--- src/source/dram_cmd_pkg.sv ---
// DDR4 command front end shared definitions
// Widths, latencies, address map types, request/command structs and FSM states
`default_nettype none

package dram_cmd_pkg;

    // Address and bus widths
    localparam int PADDR_BITS     = 19;
    localparam int COL_BITS       = 4;
    localparam int BA_BITS        = 2;
    localparam int BG_BITS        = 2;
    localparam int ROW_BITS       = 8;
    localparam int NUM_BANKS      = 16;  // 4 bank groups x 4 banks
    localparam int DRAM_ADDR_BITS = 17;
    localparam int DATA_BITS      = 64;
    localparam int QUEUE_DEPTH    = 16;

    // DRAM timing in clock cycles
    localparam int PRECHARGE_LATENCY  = 5;
    localparam int ACTIVATION_LATENCY = 8;
    localparam int MAX_LATENCY = (ACTIVATION_LATENCY > PRECHARGE_LATENCY) ?
                                 ACTIVATION_LATENCY : PRECHARGE_LATENCY;
    localparam int WAIT_BITS   = $clog2(MAX_LATENCY);  // Counter loads latency minus one
    localparam int QPTR_BITS   = $clog2(QUEUE_DEPTH);

    // RAS, CAS, WE in the top three address bits
    localparam logic [2:0] RCW_READ      = 3'b101;
    localparam logic [2:0] RCW_WRITE     = 3'b100;
    localparam logic [2:0] RCW_PRECHARGE = 3'b010;

    typedef logic [PADDR_BITS-1:0]        paddr_t;
    typedef logic [COL_BITS-1:0]          col_t;
    typedef logic [BA_BITS-1:0]           bank_t;
    typedef logic [BG_BITS-1:0]           bank_group_t;
    typedef logic [ROW_BITS-1:0]          row_t;
    typedef logic [BG_BITS+BA_BITS-1:0]   bank_idx_t;  // {bank group, bank}
    typedef logic [DRAM_ADDR_BITS-1:0]    dram_addr_t;
    typedef logic [DATA_BITS-1:0]         data_t;
    typedef logic [WAIT_BITS-1:0]         wait_cnt_t;
    typedef logic [QPTR_BITS-1:0]         qptr_t;
    typedef logic [QPTR_BITS:0]           qcount_t;   // One extra bit to hold a full count

    // Decoded memory request, 81 bits
    typedef struct packed {
        logic        write;       // 1 = write, 0 = read
        bank_group_t bank_group;
        bank_t       bank;
        row_t        row;
        col_t        col;
        data_t       data;        // Only meaningful for writes
    } mem_request_t;

    // Command as driven to the DIMM, 86 bits
    typedef struct packed {
        logic        act_n;       // Low only for ACTIVATE
        bank_group_t bank_group;
        bank_t       bank;
        dram_addr_t  addr;        // Row for ACTIVATE, RAS/CAS/WE + column otherwise
        data_t       data;        // Write data, zero for other commands
    } dram_cmd_t;

    typedef enum logic [1:0] {
        SEQ_IDLE,
        SEQ_PRE_WAIT,
        SEQ_ACT_WAIT
    } seq_state_e;

endpackage : dram_cmd_pkg

`default_nettype wire

--- src/source/dram_request_decoder.sv ---
// Request decoder
// Registers the request strobe and splits the physical address into DRAM fields
`timescale 1ns/1ps
`default_nettype none

module dram_request_decoder
    import dram_cmd_pkg::*;
(
    input  wire logic   clk_in,
    input  wire logic   rst_in,
    input  wire logic   req_valid_in,   // One-cycle request strobe
    input  wire logic   req_write_in,
    input  wire paddr_t req_addr_in,
    input  wire data_t  req_data_in,
    output logic         push,          // To FIFO, one cycle after the strobe
    output mem_request_t push_req
);

    mem_request_t decoded;

    // Address map, low to high: col, bank, bank group, row; top bits dropped
    always_comb begin
        decoded.write      = req_write_in;
        decoded.col        = req_addr_in[COL_BITS-1:0];
        decoded.bank       = req_addr_in[COL_BITS +: BA_BITS];
        decoded.bank_group = req_addr_in[COL_BITS+BA_BITS +: BG_BITS];
        decoded.row        = req_addr_in[COL_BITS+BA_BITS+BG_BITS +: ROW_BITS];
        decoded.data       = req_data_in;
    end

    // Strobe register
    always_ff @(posedge clk_in or posedge rst_in) begin
        if (rst_in) begin
            push <= 1'b0;
        end else begin
            push <= req_valid_in;
        end
    end

    // Request payload, only loaded on a strobe
    always_ff @(posedge clk_in) begin
        if (req_valid_in) begin
            push_req <= decoded;
        end
    end

endmodule : dram_request_decoder

`default_nettype wire

--- src/source/dram_request_fifo.sv ---
// Request FIFO
// In-order circular queue of decoded requests with full and empty flags
`timescale 1ns/1ps
`default_nettype none

module dram_request_fifo
    import dram_cmd_pkg::*;
(
    input  wire logic         clk_in,
    input  wire logic         rst_in,
    input  wire logic         push,
    input  wire mem_request_t push_req,
    input  wire logic         pop,      // Head leaves at the edge where pop is high
    output mem_request_t      head,
    output logic              empty,
    output logic              full
);

    mem_request_t mem [QUEUE_DEPTH];  // Entry storage
    qptr_t        rd_ptr;
    qptr_t        wr_ptr;
    qcount_t      count;
    logic         do_push;
    logic         do_pop;

    // Overflow guard lives here, producer never looks at full
    assign do_push = push && !full;
    assign do_pop  = pop && !empty;

    // Flags straight from the count
    assign full  = (count == qcount_t'(QUEUE_DEPTH));
    assign empty = (count == '0);

    assign head = mem[rd_ptr];  // First-word fall-through

    // Pointers and occupancy
    always_ff @(posedge clk_in or posedge rst_in) begin
        if (rst_in) begin
            rd_ptr <= '0;
            wr_ptr <= '0;
            count  <= '0;
        end else begin
            if (do_push) begin
                wr_ptr <= wr_ptr + qptr_t'(1);  // Wraps, depth is a power of two
            end
            if (do_pop) begin
                rd_ptr <= rd_ptr + qptr_t'(1);
            end
            case ({do_push, do_pop})
                2'b10:   count <= count + qcount_t'(1);
                2'b01:   count <= count - qcount_t'(1);
                default: count <= count;  // Both or neither
            endcase
        end
    end

    // Storage write
    always_ff @(posedge clk_in) begin
        if (do_push) begin
            mem[wr_ptr] <= push_req;
        end
    end

endmodule : dram_request_fifo

`default_nettype wire

--- src/source/dram_command_sequencer.sv ---
// Command sequencer
// Tracks open rows per bank and turns each queued request into encoded DRAM commands
`timescale 1ns/1ps
`default_nettype none

module dram_command_sequencer
    import dram_cmd_pkg::*;
(
    input  wire logic         clk_in,
    input  wire logic         rst_in,
    input  wire mem_request_t head,   // Oldest queued request
    input  wire logic         empty,
    output logic              pop,    // Combinational, same cycle the access is decided
    output logic              cmd_valid,
    output dram_cmd_t         cmd
);

    seq_state_e            state;
    wait_cnt_t             wait_cnt;
    logic [NUM_BANKS-1:0]  bank_open;            // One bit per bank
    row_t                  open_row [NUM_BANKS]; // Row held in each row buffer

    bank_idx_t idx;
    logic      idle_go;
    logic      wait_done;
    logic      row_hit;
    logic      issue_act;
    logic      issue_pre;
    logic      issue_access;
    dram_cmd_t cmd_next;

    // ACTIVATE carries the zero-padded row
    function automatic dram_cmd_t activate_cmd(input mem_request_t req);
        dram_cmd_t c;
        c.act_n      = 1'b0;
        c.bank_group = req.bank_group;
        c.bank       = req.bank;
        c.addr       = dram_addr_t'(req.row);
        c.data       = '0;
        return c;
    endfunction

    // Non-activate commands, RAS/CAS/WE on top and the column at the bottom
    function automatic dram_cmd_t pin_cmd(input mem_request_t req, input logic [2:0] rcw);
        dram_cmd_t c;
        c.act_n      = 1'b1;
        c.bank_group = req.bank_group;
        c.bank       = req.bank;
        c.addr       = {rcw, {(DRAM_ADDR_BITS-3-COL_BITS){1'b0}}, req.col};
        c.data       = (rcw == RCW_WRITE) ? req.data : '0;  // Data rides with WRITE only
        return c;
    endfunction

    assign idx       = {head.bank_group, head.bank};
    assign idle_go   = (state == SEQ_IDLE) && !empty;
    assign wait_done = (wait_cnt == '0);
    assign row_hit   = bank_open[idx] && (open_row[idx] == head.row);

    // Hit goes straight to the access, otherwise the ACT/PRE path is taken
    assign issue_access = (idle_go && row_hit) || ((state == SEQ_ACT_WAIT) && wait_done);
    assign issue_act    = (idle_go && !bank_open[idx]) || ((state == SEQ_PRE_WAIT) && wait_done);
    assign issue_pre    = idle_go && bank_open[idx] && !row_hit;  // Conflict

    assign pop = issue_access;  // Request retires with its READ/WRITE

    // Command encoding
    always_comb begin
        if (issue_act) begin
            cmd_next = activate_cmd(head);
        end else if (issue_pre) begin
            cmd_next = pin_cmd(head, RCW_PRECHARGE);
        end else begin
            cmd_next = pin_cmd(head, head.write ? RCW_WRITE : RCW_READ);
        end
    end

    // FSM, wait counter, open flags and command strobe
    always_ff @(posedge clk_in or posedge rst_in) begin
        if (rst_in) begin
            state     <= SEQ_IDLE;
            wait_cnt  <= '0;
            bank_open <= '0;  // All banks closed
            cmd_valid <= 1'b0;
        end else begin
            cmd_valid <= issue_access || issue_act || issue_pre;

            if (issue_act) begin
                bank_open[idx] <= 1'b1;
            end else if (issue_pre) begin
                bank_open[idx] <= 1'b0;
            end

            case (state)
                SEQ_IDLE: begin
                    if (issue_act) begin
                        state    <= SEQ_ACT_WAIT;
                        wait_cnt <= wait_cnt_t'(ACTIVATION_LATENCY - 1);
                    end else if (issue_pre) begin
                        state    <= SEQ_PRE_WAIT;
                        wait_cnt <= wait_cnt_t'(PRECHARGE_LATENCY - 1);
                    end
                end
                SEQ_PRE_WAIT: begin
                    if (wait_done) begin  // ACTIVATE goes out this edge
                        state    <= SEQ_ACT_WAIT;
                        wait_cnt <= wait_cnt_t'(ACTIVATION_LATENCY - 1);
                    end else begin
                        wait_cnt <= wait_cnt - wait_cnt_t'(1);
                    end
                end
                SEQ_ACT_WAIT: begin
                    if (wait_done) begin  // READ/WRITE goes out this edge
                        state <= SEQ_IDLE;
                    end else begin
                        wait_cnt <= wait_cnt - wait_cnt_t'(1);
                    end
                end
                default: begin
                    state <= SEQ_IDLE;
                end
            endcase
        end
    end

    // Row record and command payload
    always_ff @(posedge clk_in) begin
        if (issue_act) begin
            open_row[idx] <= head.row;
        end
        if (issue_access || issue_act || issue_pre) begin
            cmd <= cmd_next;
        end
    end

endmodule : dram_command_sequencer

`default_nettype wire

--- src/source/dram_cmd_frontend.sv ---
// DDR4 command front end top level
// Decoder feeds the in-order request FIFO, sequencer drains it into DRAM commands
`timescale 1ns/1ps
`default_nettype none

module dram_cmd_frontend
    import dram_cmd_pkg::*;
(
    input  wire logic   clk_in,
    input  wire logic   rst_in,
    input  wire logic   req_valid_in,
    input  wire logic   req_write_in,
    input  wire paddr_t req_addr_in,
    input  wire data_t  req_data_in,
    output logic        queue_full,   // Caller must hold off strobes while high
    output logic        cmd_valid,
    output dram_cmd_t   cmd
);

    logic         push;
    mem_request_t push_req;
    logic         pop;
    mem_request_t head;
    logic         empty;

    dram_request_decoder u_decoder (
        .clk_in       (clk_in),
        .rst_in       (rst_in),
        .req_valid_in (req_valid_in),
        .req_write_in (req_write_in),
        .req_addr_in  (req_addr_in),
        .req_data_in  (req_data_in),
        .push         (push),
        .push_req     (push_req)
    );

    dram_request_fifo u_fifo (
        .clk_in   (clk_in),
        .rst_in   (rst_in),
        .push     (push),
        .push_req (push_req),
        .pop      (pop),
        .head     (head),
        .empty    (empty),
        .full     (queue_full)
    );

    dram_command_sequencer u_sequencer (
        .clk_in    (clk_in),
        .rst_in    (rst_in),
        .head      (head),
        .empty     (empty),
        .pop       (pop),
        .cmd_valid (cmd_valid),
        .cmd       (cmd)
    );

endmodule : dram_cmd_frontend

`default_nettype wire

--- config.mk ---
export PLATFORM = sky130hd
export DESIGN_NAME = dram_cmd_frontend
export DESIGN_NICKNAME = d
export VERILOG_FILES = /design/src/source/dram_cmd_pkg.sv /design/src/source/dram_request_decoder.sv /design/src/source/dram_request_fifo.sv /design/src/source/dram_command_sequencer.sv /design/src/source/dram_cmd_frontend.sv
export SDC_FILE = /design/constraint.sdc
export NUM_CORES = 2
export LEC_CHECK = 0
export ABC_AREA = 1
export BUFFER_PORTS_ARGS = -buffer_cell sky130_fd_sc_hd__buf_4
export CAP_MARGIN = 20
export CORE_ASPECT_RATIO = 0.7
export CORE_MARGIN = 2
export CORE_UTILIZATION = 45
export CTS_CLUSTER_SIZE = 25
export DETAILED_ROUTE_END_ITERATION = 10
export SLEW_MARGIN = 20
export SYNTH_ARGS = -nofsm -noshare
export SYNTH_HDL_FRONTEND = slang
export SYNTH_SLANG_ARGS = --single-unit
--- constraint.sdc ---
create_clock -name clk_in -period 6.4 [get_ports clk_in]
set_clock_uncertainty 0.05 [all_clocks]
set_input_delay 0.64 -clock clk_in [delete_from_list [all_inputs] [get_ports clk_in]]
set_output_delay 0.64 -clock clk_in [all_outputs]
set_load 0.02 [all_outputs]
Word level (Yosys, flattened, before mapping)

Memories as Yosys holds them, arrays and structs flattened.
Index checks and enable logic that the tools add are counted.

$add $sub $neg: 5
Equality and inequality tests: 11
Muxes and demuxes: 25
$lt $le $gt $ge: 2
Bitwise operators: 4
Reductions and logical operators: 29

Operator list:

| kind                                                                  | number |
|---|---|
| 80-bit 2-to-1 mux                                                     | 1 |
| 72-bit 2-to-1 mux                                                     | 1 |
| 64-bit 2-to-1 mux                                                     | 1 |
| 16-bit 2-to-1 mux                                                     | 2 |
| 16-bit bitwise AND                                                    | 1 |
| 16-bit inverter                                                       | 1 |
| 16-bit bitwise OR                                                     | 1 |
| 3-bit 2-to-1 mux                                                      | 4 |
| 1-bit logical AND                                                     | 11 |
| 5-bit case mux with 2 select lines                                    | 1 |
| 3-bit case mux with 3 select lines                                    | 1 |
| 4-bit by 1-bit adder with 4-bit output (second input constant)        | 2 |
| 8-bit == test                                                         | 1 |
| 2-bit 2-to-1 mux                                                      | 4 |
| 1-bit 2-to-1 mux                                                      | 7 |
| 2-bit case mux with 3 select lines                                    | 1 |
| 3-bit AND reduction                                                   | 2 |
| 5-bit by 1-bit adder with 5-bit output (second input constant)        | 1 |
| 5-bit == test (second input constant)                                 | 1 |
| 5-bit logical NOT                                                     | 1 |
| 4-bit by 5-bit < comparator with 1-bit output (second input constant) | 1 |
| 5-bit by 1-bit subtractor with 5-bit output (second input constant)   | 1 |
| 1-bit binary-select mux with 4-bit select                             | 1 |
| 1-bit demux with 4-bit select                                         | 1 |
| other kinds (17)                                                      | 27 |

Memories: 2
Output and inout bits: 88
RAM bits: 1,424
Register bits after elaboration: 203
Word-level logic and storage cells: 99
Bits of input ports: 87

Memories:

| memory               | words | width | read ports | clocked after memory_dff | wr ports | line                         | text |
|---|---|---|---|---|---|---|---|
| u_fifo.mem           | 16    | 81    | 1          | 0                        | 1        | dram_request_fifo.sv:19      | `mem_request_t mem [QUEUE_DEPTH];` |
| u_sequencer.open_row | 16    | 8     | 1          | 0                        | 1        | dram_command_sequencer.sv:21 | `row_t open_row [NUM_BANKS];` |

Depth between registers and ports, before layout

An unclocked memory read counts as a cell.

Depth after elaboration: 9
Gate-level depth with buffers: 35

Cells and area by module

A second synthesis with hierarchy kept.

Cell total of the unflattened synthesis: 6,187
Area total of the unflattened synthesis: 67,334.6 um^2

Modules (own cells, without submodules):

| module                 | area each (um^2) | cells an instance | instances |
|---|---|---|---|
| dram_request_fifo      | 54,617.4         | 5,157             | 1 |
| dram_command_sequencer | 10,256.1         | 947               | 1 |
| dram_request_decoder   | 2,461.1          | 83                | 1 |

Worst setup path after synthesis

OpenSTA, ideal clock, no wires.

Path kind: reg-to-reg
Start: reg u_fifo.count[0]
End: mem u_fifo.mem[11][0] (netlist name) (enable)
Cell stages (with the launch flop): 7
Path buffers: 0
Setup time: 0.620 ns
Clock period less this slack: 7.001 ns
Arrival: 6.331 ns
Required time: 5.730 ns
Path slack: -0.601 ns
Path through: dfrtp_1 nor2_1 nand2_1 nor2_1 inv_1 nand2_1 nor3_1

Cells in the longest elaborated chain, start to end: 5

RTL lines:

| element                                | line                    | text |
|---|---|---|
| start, declared                        | dram_request_fifo.sv:22 | `qcount_t count;` |
| start signal, assigned                 | dram_request_fifo.sv:50 | `2'b10: count <= count + qcount_t'(1);` |
| start signal, assigned                 | dram_request_fifo.sv:51 | `2'b01: count <= count - qcount_t'(1);` |
| start signal, assigned                 | dram_request_fifo.sv:52 | `default: count <= count;` |
| 5-bit == test                          | dram_request_fifo.sv:31 | `assign full = (count == qcount_t'(QUEUE_DEPTH));` |
| net queue_full                         | dram_cmd_frontend.sv:15 | `output logic queue_full,` |
| 1-bit logical NOT                      | dram_request_fifo.sv:27 | `assign do_push = push && !full;` |
| 1-bit logical AND                      | dram_request_fifo.sv:27 |  |
| 1-bit 2-to-1 mux                       | dram_request_fifo.sv:59 | `if (do_push) begin` |
| 1-bit 2-to-1 mux (implied by the code) | dram_request_fifo.sv:60 | `mem[wr_ptr] <= push_req;` |
| end, declared                          | dram_request_fifo.sv:19 |  |

The timed path passes the listed nets, and every way through them passes these cells.

==> impl_metrics.csv <==
group,metric,value,unit
clocking,path_clk_slew,0.06,ns
critical_path,path_max_fanout,171,
route,ant_nets,0,
power,irDropWorstVdd,1.00,mV
die,fp.dieH,318,um
synth,async_flop_share,2.22,%
synth,syn-cell-area,63400,um^2
route,wirelength,159,mm
outcome,status,"finished clean",
clocking,cts_buffers,156,
clocking,post_cts_buffers,0,
clocking,clock_path_buffers,3,
min_path,hold_depth,1,
clocking,cts_sinks,1621,
critical_path,endpoint_kind,"flop",
critical_path,rr_worst_depth,24,
synth,ys_seq_elements,1621,
cells_and_area,stdcell_count,6894,
route,drc,0,
timing,setup_ws,0.732,ns
job,maxCapViolCount,0,
critical_path,start_kind,"flop",
clocking,insertion_delay,0.80,ns
route,vias,38577,
placement,port-buffer-count,165,
die,initial_core_util,45.2,%
synth,ys_warn_count,0,
timing,rsz0062_at_grt,"false",
timing,tightest_slew,1.10,ns
synth,ys_types,43,
route,wl_per_cell,23.1,um
clocking,cts.repair.resized,0,
timing,hold_viol,0,
route,viasPerCell,5.60,
placement,gp_congestion,0.847,
timing,max_clock_freq,176,MHz
cells_and_area,fin_util,51.6,%
timing,finalHoldWorstSlack,0.310,ns
global_route,grt_pass1_wl,239,mm
global_route,grt_start_max_net_pins,182,
die,rows,115,
timing,period_share,88.6,%
synth,yosysSeqAreaShare,76.5,%
clocking,h-tree-depth,4,
die,io_pins,175,
min_path,min_to,"u_decoder.push_req[11]",
placement,post-place-ws,0.880,ns
cells_and_area,final_cell_mix,"1585 x edfxtp_1, 728 x nor2_1, 652 x o21ai_0, 563 x nand2_1, 239 x buf_4",
placement,place_inst,6536,
route,dr.pass1.iters,6,
timing,setup_viol,0,
critical_path,crit_required,7.04,ns
global_route,grt_use_total,22.0,%
die,core,140000,um^2
die,dieArea,144000,um^2
critical_path,path_class,"reg -> reg",
timing,slew_violations,0,
timing,fin_crit,5.67,ns
synth,synth_edf_count,1585,
cells_and_area,area_growth,14.1,%
critical_path,reg2reg_slack,0.73,ns
synth,avgSynthCellArea,13.4,um^2
cells_and_area,nets,5006,
timing,slew-limit-headroom,26.9,%
clocking,cts_hold_buf,82,
critical_path,reg2reg_to,"u_fifo.count[4]",
cells_and_area,diodes,0,
cells_and_area,final_common_cell,"edfxtp_1",
placement,dp_hpwl,78.3,mm
min_path,min-delay-start,"req_valid_in",
power,power_density,492,nW/um^2
timing,fin_tns_setup,0,ns
critical_path,rr_startpoint,"u_fifo.rd_ptr[0]",
clocking,cts-root-buf,"clkbuf_16",
die,die_x,453,um
critical_path,crit_arrival,6.31,ns
global_route,grt_pass1_vias,36933,
synth,synth_cells,4716,
cells_and_area,drive_above_1_share,11.3,%
min_path,hp-class,"in -> reg",
power,leakagePower,0.0246,uW
clocking,cts_tree,"yes",
route,drt_iter0_markers,4085,
global_route,grt_overflow_total,0,
global_route,antenna_found_initial,2,
synth,ys.flop_type,"edfxtp_1",
==> area by class of cell <==
type	count	area (um^2)
clock inverters	85	823
repair buffers	334	2840
well taps	1872	2340
multi-input cells	2643	13100
clock buffers	190	4120
flip-flops and latches	1621	48500
inverters	149	582
fillers	11908	67800
==> logic make-up (layout without fill, tap and decap cells) <==
| logic type | after synthesis | count (layout) | synth area share [%] |
|---|---|---|---|
| flip-flops | 1621 | 1621 | 76.5 |
| AND/OR/NAND/NOR | 1494 | 1494 | 9.57 |
| AO/OA/AOI/OAI | 1118 | 1118 | 10.4 |
| buffers and inverters | 457 | 758 | 3.07 |
| adder cells (fa/ha/maj) | 14 | 14 | 0.276 |
| XOR/XNOR | 11 | 11 | 0.152 |
| other | 1 | 6 | 0.00591 |
==> synthesized netlist by cell type, drive strengths merged (12+ instances only) <==
cell type	number	area, um^2
a221o	13	130
clkbuf	200	751
nor2	795	3120
dfrtp	36	901
o221ai	172	1510
buf	108	633
nand2	568	2150
inv	148	558
nand3b	35	263
a21oi	65	325
ha	14	175
a31oi	64	400
a221oi	12	105
o22ai	86	538
nand3	82	455
edfxtp	1585	47600
o21ai	683	3420
==> power by group <==
| group | internal [uW] | switching, uW | total [uW] | leakage (uW) |
|---|---|---|---|---|
| clock | 5080 | 3970 | 9040 | 0.00241 |
| combinational | 3150 | 8940 | 12100 | 0.00729 |
| sequential | 13900 | 523 | 14400 | 0.0149 |
==> per-stage QoR <==
step / cell area (um^2) / power, uW
after floorplan: 63400 / 22200
after detailed placement: 66600 / 26800
after CTS: 72300 / 35800
after global placement: 66600 / 26600
after global routing: 72300 / 37600
final: 72300 / 35600
==> worst max-delay path, stage by stage (launching register included) <==
cell	delay, ns
dfrtp_4	0.46
buf_12	0.57
buf_4	0.61
a21oi_1	0.13
a221o_1	0.34
o211ai_1	0.11
nand2_1	0.30
inv_1	0.16
nor3_1	0.08
nor2_1	0.10
nand3_1	0.07
nor2_1	0.10
nand3_1	0.18
nand2_1	0.24
nand2_1	0.16
inv_1	0.12
ha_1	0.32
xor2_1	0.22
ha_1	0.17
a21oi_1	0.05
or2_2	0.32
o21ai_0	0.21
a21oi_1	0.09
o21ai_0	0.11
xor2_1	0.17
==> routing by layer <==
layer  share of wire (%)  global-route usage [%]  up-vias
met2                  46                    33.8     1327
li1                    -                       -    17707
met5                   0                       0        -
met4                 1.7                    5.50        0
met1                  46                    33.2    19330
met3                 6.2                    2.99      213
==> registers in the layout, summed over array words and instances (netlist names), named ones only <==
| register | count |
|---|---|
| u_sequencer.cmd_valid | 1 |
| u_sequencer.wait_cnt | 3 |
| u_sequencer.open_row | 128 |
| u_sequencer.cmd | 80 |
| u_decoder.push | 1 |
| u_decoder.push_req | 81 |
| u_fifo.rd_ptr | 4 |
| u_fifo.wr_ptr | 4 |
| u_fifo.count | 5 |
| u_sequencer.state | 2 |
| u_fifo.mem | 1296 |
==> worst max-delay path by stage <==
| stage | depth (start not counted) | slack, ns | startpoint | end |
|---|---|---|---|---|
| after floorplan | 6 | -0.60 | u_fifo.count[0] | u_fifo.mem[11][0] |
| after global placement | 31 | 0.93 | u_fifo.rd_ptr[0] | u_fifo.count[4] |
| after detailed placement | 29 | 0.88 | u_fifo.rd_ptr[0] | u_fifo.count[4] |
| after CTS | 31 | 0.84 | u_fifo.rd_ptr[0] | u_fifo.count[4] |
| after global routing | 31 | 0.33 | u_fifo.rd_ptr[0] | u_fifo.count[4] |
| final | 24 | 0.73 | u_fifo.rd_ptr[0] | u_fifo.count[4] |
Power figures use the tool's default switching activity.
